[src/design/dbg_axi_pkg.sv]
package dbg_axi_pkg;

    localparam int ADDR_BITS = 32;
    localparam int DATA_BITS = 64;
    localparam int STRB_BITS = DATA_BITS / 8;

    localparam int MEM_WORDS = 256;
    localparam int MEM_IDX_BITS = $clog2(MEM_WORDS);  // Word index taken above address bit 2

    localparam logic [1:0] BURST_FIXED = 2'b00;
    localparam logic [1:0] BURST_INCR = 2'b01;
    localparam logic [2:0] SIZE_8B = 3'd3;  // Eight bytes per beat
    localparam logic [1:0] RESP_OKAY = 2'b00;

    // Shared by AW and AR
    typedef struct packed {
        logic [ADDR_BITS-1:0] addr;
        logic [7:0] len;  // Beats minus one
        logic [2:0] size;
        logic [1:0] burst;
    } axi_ax_t;

    typedef struct packed {
        logic [DATA_BITS-1:0] data;
        logic [STRB_BITS-1:0] strb;
        logic last;
    } axi_w_t;

    typedef struct packed {
        logic [DATA_BITS-1:0] data;
        logic last;
    } axi_r_t;

    typedef struct packed {
        logic [1:0] resp;
    } axi_b_t;

    typedef struct packed {
        logic we;  // High for a write
        logic [ADDR_BITS-1:0] addr;
        logic [DATA_BITS-1:0] wdata;
        logic [STRB_BITS-1:0] wstrb;
    } dbg_req_t;

    typedef struct packed {
        logic [DATA_BITS-1:0] rdata;  // Zero for writes
    } dbg_resp_t;

endpackage

[src/design/dbg_axi_master.sv]
`timescale 1ns/1ps

module dbg_axi_master (
    input  logic clk,
    input  logic nrst,
    input  logic i_req_valid,
    input  dbg_axi_pkg::dbg_req_t i_req,
    output logic o_req_ready,
    output logic o_resp_valid,
    output dbg_axi_pkg::dbg_resp_t o_resp,
    output logic o_aw_valid,
    output dbg_axi_pkg::axi_ax_t o_aw,
    input  logic i_aw_ready,
    output logic o_w_valid,
    output dbg_axi_pkg::axi_w_t o_w,
    input  logic i_w_ready,
    output logic o_ar_valid,
    output dbg_axi_pkg::axi_ax_t o_ar,
    input  logic i_ar_ready,
    input  logic i_r_valid,
    input  dbg_axi_pkg::axi_r_t i_r,
    output logic o_r_ready,
    input  logic i_b_valid,
    input  dbg_axi_pkg::axi_b_t i_b,
    output logic o_b_ready
);

    import dbg_axi_pkg::*;

    typedef enum logic [2:0] {
        S_IDLE,
        S_ADDR,
        S_RDATA,
        S_WDATA,
        S_WRESP
    } state_t;

    state_t state;
    state_t state_nxt;

    axi_ax_t req_ax;
    logic addr_phase;
    logic addr_taken;
    logic rd_done;
    logic wr_done;

    logic [1:0] hw_off;  // Halfword offset of the pending read
    logic [7:0] burst_len;
    logic [7:0] burst_cnt;
    logic [2*DATA_BITS-1:0] burst_buf;
    logic [2*DATA_BITS-1:0] buf_nxt;
    logic [DATA_BITS-1:0] w_data;
    logic [STRB_BITS-1:0] w_strb;

    // Picks the host word out of one or two received beats
    function automatic logic [DATA_BITS-1:0] pick_rdata(
        input logic [1:0] off,
        input logic [2*DATA_BITS-1:0] buf_in
    );
        logic [DATA_BITS-1:0] res;
        case (off)
            2'b00: res = buf_in[DATA_BITS-1:0];
            2'b01: res = {16'd0, buf_in[DATA_BITS-1:16]};
            2'b10: res = {32'd0, buf_in[DATA_BITS-1:32]};
            default: res = {buf_in[DATA_BITS-17:0], buf_in[2*DATA_BITS-1 -: 16]};
        endcase
        return res;
    endfunction

    // Writes are always one aligned beat and only a read at offset 3 needs two
    always_comb begin
        req_ax.addr = {i_req.addr[ADDR_BITS-1:3], 3'b000};
        req_ax.size = SIZE_8B;
        req_ax.len = 8'd0;
        req_ax.burst = BURST_FIXED;
        if (!i_req.we && i_req.addr[2:1] == 2'b11) begin
            req_ax.len = 8'd1;
            req_ax.burst = BURST_INCR;
        end
    end

    assign addr_phase = (state == S_IDLE || state == S_ADDR) && i_req_valid;
    assign o_aw_valid = addr_phase && i_req.we;
    assign o_ar_valid = addr_phase && !i_req.we;
    assign o_aw = req_ax;
    assign o_ar = req_ax;
    assign addr_taken = (o_aw_valid && i_aw_ready) || (o_ar_valid && i_ar_ready);
    assign o_req_ready = addr_taken;  // Host request is consumed with the address

    assign o_w_valid = (state == S_WDATA);
    assign o_w = '{data: w_data, strb: w_strb, last: 1'b1};

    assign o_r_ready = 1'b1;
    assign o_b_ready = 1'b1;

    assign buf_nxt = {burst_buf[DATA_BITS-1:0], i_r.data};  // Newest beat lands low
    assign rd_done = (state == S_RDATA) && i_r_valid && (burst_cnt == burst_len);
    assign wr_done = (state == S_WRESP) && i_b_valid && (i_b.resp == RESP_OKAY);

    assign o_resp_valid = rd_done || wr_done;
    assign o_resp.rdata = rd_done ? pick_rdata(hw_off, buf_nxt) : '0;

    always_comb begin
        state_nxt = state;
        case (state)
            S_IDLE, S_ADDR: begin
                if (addr_taken) begin
                    state_nxt = i_req.we ? S_WDATA : S_RDATA;
                end else if (i_req_valid) begin
                    state_nxt = S_ADDR;  // Slice is full so the address stays up
                end else begin
                    state_nxt = S_IDLE;
                end
            end
            S_RDATA: begin
                if (rd_done) begin
                    state_nxt = S_IDLE;
                end
            end
            S_WDATA: begin
                if (i_w_ready) begin
                    state_nxt = S_WRESP;
                end
            end
            S_WRESP: begin
                if (i_b_valid) begin
                    state_nxt = S_IDLE;
                end
            end
            default: state_nxt = S_IDLE;
        endcase
    end

    always_ff @(posedge clk) begin
        if (!nrst) begin
            state <= S_IDLE;
        end else begin
            state <= state_nxt;
        end
    end

    always_ff @(posedge clk) begin
        if (addr_taken) begin
            hw_off <= i_req.addr[2:1];
            burst_len <= req_ax.len;
            burst_cnt <= 8'd0;
            burst_buf <= '0;
            w_data <= i_req.wdata;
            w_strb <= i_req.wstrb;
        end else if (state == S_RDATA && i_r_valid) begin
            burst_buf <= buf_nxt;
            burst_cnt <= burst_cnt + 8'd1;
        end
    end

endmodule

[config.mk]
export PLATFORM = sky130hd
export DESIGN_NAME = dbg_axi_master
export DESIGN_NICKNAME = d
export VERILOG_FILES = /design/src/design/dbg_axi_pkg.sv /design/src/design/dbg_axi_master.sv
export SDC_FILE = /design/constraint.sdc
export NUM_CORES = 1
export LEC_CHECK = 0
export BUFFER_PORTS_ARGS = -buffer_cell sky130_fd_sc_hd__buf_2
export CORE_AREA = 2 2 163 165
export CTS_CLUSTER_DIAMETER = 80
export DETAILED_ROUTE_END_ITERATION = 10
export DIE_AREA = 0 0 165 167
export HOLD_SLACK_MARGIN = 0.12
export PLACE_DENSITY = 0.49
export SETUP_SLACK_MARGIN = 0.05
export SYNTH_ARGS = -nofsm -noshare
export SYNTH_HDL_FRONTEND = slang
export SYNTH_SLANG_ARGS = --single-unit
[constraint.sdc]
create_clock -name clk -period 7.3 [get_ports clk]
set_clock_uncertainty 0.2 [all_clocks]
set_input_delay 1.46 -clock clk [delete_from_list [all_inputs] [get_ports clk]]
set_output_delay 1.46 -clock clk [all_outputs]
set_load 0.01 [all_outputs]
## Yosys cells after proc, flatten, opt, wreduce, memory -nomap -nowiden

Index checks and enable logic that the tools add are counted.

- Add/subtract/negate cells: 1
- Equality and inequality tests: 11
- Multiplexer cells: 11
- Reduce and logical (&&, ||, !) cells: 19

Operators by type and width:

| cell | count |
|---|---|
| one-hot mux 64 bit (3 select lines) | 1 |
| 2-to-1 mux 64 bit | 1 |
| one-hot mux 3 bit (4 select lines) | 1 |
| logical AND 1 bit | 10 |
| 2-to-1 mux 3 bit | 3 |
| adder 8 x 1 -> 8 bit, second input constant | 1 |
| equality test 8 bit | 1 |
| equality test 3 x 2 -> 1 bit, second input constant | 2 |
| equality test 2 bit, second input constant | 2 |
| zero test 2 bit | 2 |
| 2-to-1 mux 1 bit | 4 |
| inequality test 2 bit, second input constant | 2 |
| equality test 3 x 1 -> 1 bit, second input constant | 1 |
| equality test 3 bit, second input constant | 1 |
| zero test 3 bit | 1 |
| logical OR 1 bit | 3 |
| AND reduction 3 bit | 1 |
| equality test 2 x 1 -> 1 bit, second input constant | 1 |
| 2-to-1 mux 2 bit | 1 |
| inequality test 2 x 1 -> 1 bit, second input constant | 1 |
| OR reduction 2 bit | 1 |
| zero test 1 bit | 1 |

- Bits in registers: 157
- Input bits: 180
- Logic and storage cells: 49

## Depth between registers and ports, before layout

- Depth after elaboration: 8
- Depth in mapped cells: 6
- Gate-level depth less buffers: 4

## Worst setup path before layout

Ideal clock, no wire load.

- Kind: in2out
- From: input port i_req_valid
- To: output port o_req_ready
- Arrival time: 2780 ps
- Required time: 5640 ps
- Path slack: 2860 ps
- Stages on the path: 3
- Buffers on the path: 1
- Cell sequence: or3b_2 nor2_4 buf_4

- Cells in the longest elaborated chain, start to end: 4

RTL lines:

| element | RTL line | text |
|---|---|---|
| start: declaration | dbg_axi_master.sv:6 | `input logic i_req_valid,` |
| logical AND 1 bit (*) | dbg_axi_master.sv:82 | `assign addr_phase = (state == S_IDLE \|\| state == S_ADDR) && i_req_valid;` |
| logical AND 1 bit, on equally long branches | dbg_axi_master.sv:83, dbg_axi_master.sv:84 |  |
| logical AND 1 bit | dbg_axi_master.sv:87 | `assign addr_taken = (o_aw_valid && i_aw_ready) \|\| (o_ar_valid && i_ar_ready);` |
| logical OR 1 bit (*) | dbg_axi_master.sv:87 |  |
| end: declaration | dbg_axi_master.sv:8 | `output logic o_req_ready,` |

Every way passes the cells marked *; elsewhere a longest branch is shown, timed or not.

==> impl_metrics.py <==
metrics = {
    "run_status": {
        "run_status": "complete, no violations",
    },
    "cts": {
        "path_clk_slew_ps": 80,
        "numCtsBuffers": 9,
        "post_cts_resized": 0,
        "cts_hold_buffers": 0,
        "cts_num_sinks": 102,
        "clock_latency_ps": 350,
        "h-tree-depth": 3,
        "cts_root_buf": "clkbuf_16",
        "post-cts-setup-buffer-count": 0,
        "cts_tree": "done",
        "cts_buffer_depth": 2,
    },
    "placement": {
        "dpl_cell_area_sq_um": 7130,
        "hpwlAfterDp_um": 14800,
        "gp_congestion": 0.760,
        "place.port_buffers": 293,
    },
    "sta": {
        "fin_crit_ps": 4870,
        "finalCritPeriodShare_pct": 66.7,
        "hold_viol": 0,
        "rsz0062_at_grt": "no",
        "fin_setup_tns_ps": 0,
        "relSlewSlack_pct": 51.0,
        "slew_viol_final": 0,
        "setup_viol": 0,
        "timing.fmax_ghz": 0.205,
        "max_slew.worst_pin.slew_ps": 735,
    },
    "pwr": {
        "irDropWorstVdd_uv": 103,
        "p_per_area_nw_per_um2": 190,
        "power_uw": 1410,
        "static-leakage-power_uw": 0.00307,
    },
    "yosys": {
        "synth_top_area_share_pct": 37.8,
        "synth.distinct_cells": 42,
        "ys_ff_latch": 102,
        "synth_area_per_cell_sq_um": 11.5,
        "synthFlopType": "edfxtp_1",
        "synth_edf_count": 75,
        "synth-seq-area-share_pct": 46.9,
        "synth.cell_area_sq_um": 5960,
        "yosys_warnings": 0,
        "async_reset_ff_share_pct": 0,
        "synth_cells": 517,
        "synth_area_leaders": "edfxtp_1 (38%), buf_4 (12%), mux4_2 (12%)",
        "synth_top_cell_by_area": "edfxtp_1",
    },
    "detailed_routing": {
        "ant_nets": 0,
        "dr_total_vias": 4622,
        "drt_iter0_drc": 249,
        "post_drt_wl_per_cell_um": 17.9,
        "routed_wl_um": 19100,
        "dr.pass1.iters": 4,
        "routed_via_density": 4.32,
        "drcViolationCount": 0,
    },
    "cells_and_area": {
        "nFillCells": 2737,
        "drive_gt1_share_pct": 49.8,
        "design_area_sq_um": 7410,
        "nNetsFinal": 912,
        "diodes": 0,
        "area_delta_synth_final_pct": 24.5,
    },
    "global_routing": {
        "grt_remaining_overflow": 0,
        "grt_max_degree": 64,
        "antenna_found_initial": 0,
        "grt_pass1_vias": 4537,
        "grt_use_total_pct": 13.5,
        "grt_pass1_wl_um": 27500,
    },
    "die": {
        "core_sq_um": 25800,
        "die_area_sq_um": 27600,
        "ios": 414,
        "core.rowCount": 59,
        "die_width_um": 165,
        "die_h_um": 167,
        "initial_utilization_pct": 23.1,
    },
    "critical_path": {
        "endpoint_kind": "primary output",
        "arrival_ps": 3210,
        "cp_max_fo": 30,
        "worstSetupStartpointType": "input pin",
        "crit_type": "in -> out",
        "crit_required_ps": 5640,
    },
    "job": {
        "maxCapViolations": 0,
    },
    "min_path": {
        "hold_class": "reg -> reg",
    },
}
placed cells by master, fill, tap and decap left out, types with 2 or more instances in the layout:
cell | netlist | layout
inv_8 | 0 | 2
nor2_1 | 21 | 21
or4_1 | 2 | 2
and2_1 | 2 | 2
edfxtp_1 | 75 | 75
a31oi_1 | 16 | 16
a211oi_1 | 19 | 19
xnor2_1 | 2 | 2
nor3b_1 | 17 | 17
nand3_1 | 2 | 2
a211oi_2 | 13 | 13
conb_1 | 2 | 31
nand4_1 | 3 | 3
o21ai_0 | 4 | 4
a21oi_1 | 22 | 22
mux2i_1 | 2 | 2
inv_1 | 2 | 2
nor2b_1 | 48 | 48
nor3_1 | 2 | 2
nand2_1 | 55 | 55
clkinvlp_4 | 0 | 2
or3_1 | 3 | 3
mux4_2 | 32 | 32
dfxtp_1 | 27 | 27
buf_2 | 15 | 293
buf_4 | 98 | 10
o31ai_1 | 2 | 2
clkbuf_16 | 0 | 9
cells by family (layout without fill, tap and decap cells):
| kind of cell | after synthesis | in the layout | synth area share (%) |
|---|---|---|---|
| simple gates | 165 | 165 | 15.0 |
| other cells | 2 | 31 | 0.126 |
| compound gates | 80 | 80 | 9.81 |
| xor+xnor | 2 | 2 | 0.294 |
| mux | 34 | 34 | 12.4 |
| fa+ha+maj | 1 | 1 | 0.210 |
| flops | 102 | 102 | 46.9 |
| buf+inv | 131 | 320 | 15.2 |
sequential cells by signal, indices dropped and copies added (netlist names):
| register | flops |
|---|---|
| burst_buf | 16 |
| burst_cnt | 8 |
| burst_len | 1 |
| hw_off | 2 |
| state | 3 |
| w_data | 64 |
| w_strb | 8 |
cells in the mapped netlist, drive strengths merged, types with 2 or more instances:
cell type / count
o21ai: 4
a21oi: 22
nand3: 2
inv: 2
mux4: 32
nor2b: 48
nor2: 22
a211oi: 32
dfxtp: 27
clkbuf: 12
nand2: 55
or3: 3
edfxtp: 75
mux2i: 2
nand4: 4
xnor2: 2
nor3b: 17
buf: 117
a31oi: 16
or4: 2
nor3: 2
and2: 2
conb: 2
o31ai: 2
routing by layer:
layer,global-route usage (%),share of wire [%],up-vias
met3,4.91,8.9,52
met2,23.7,51,226
li1,-,-,2188
met4,5.10,3.0,0
met5,0,0,-
met1,14.8,37,2156
worst paths after layout:
path | start | to | slack, ps | cells after the start
min | burst_buf[52] | burst_buf[52] | 260 | 2
max reg2reg | state[2] | w_data[16] | 4450 | 4
max | i_r_valid | o_resp[36] | 2430 | 7
min reg2reg | burst_buf[52] | burst_buf[52] | 260 | 2
layout make-up:
cell class / instances / area, sq um / area share [%]
clock buffers: 9 / 225 / 3.04
clock inverters: 6 / 55.1 / 0.742
inverters: 2 / 7.51 / 0.101
multi-input cells: 313 / 2370 / 32.0
flip-flops and latches: 102 / 2790 / 37.7
well taps: 335 / 419 / 5.65
repair buffers: 303 / 1540 / 20.8
per-stage QoR:
step	instances	utilization (%)	hold slack (ps)	worst slack, ps
final	1070	28.8	257	2430
after global placement	1055	27.7	241	2300
after floorplan	546	-	232	2860
after detailed placement	1055	27.7	247	2260
after CTS	1070	28.8	259	2260
after global routing	1070	28.8	279	2210
report_power, final:
part	switching, uW	internal, uW	total, uW
registers	14.9	664	679
clock network	237	237	474
logic	143	113	255
total	394	1010	1410
worst max-delay path: stages:
cell      delay, ps
buf_2            90
and4bb_1        180
buf_4           300
nand4_4         320
buf_4           370
a211oi_2        280
buf_2           190
(Power assumes the default switching activity.)
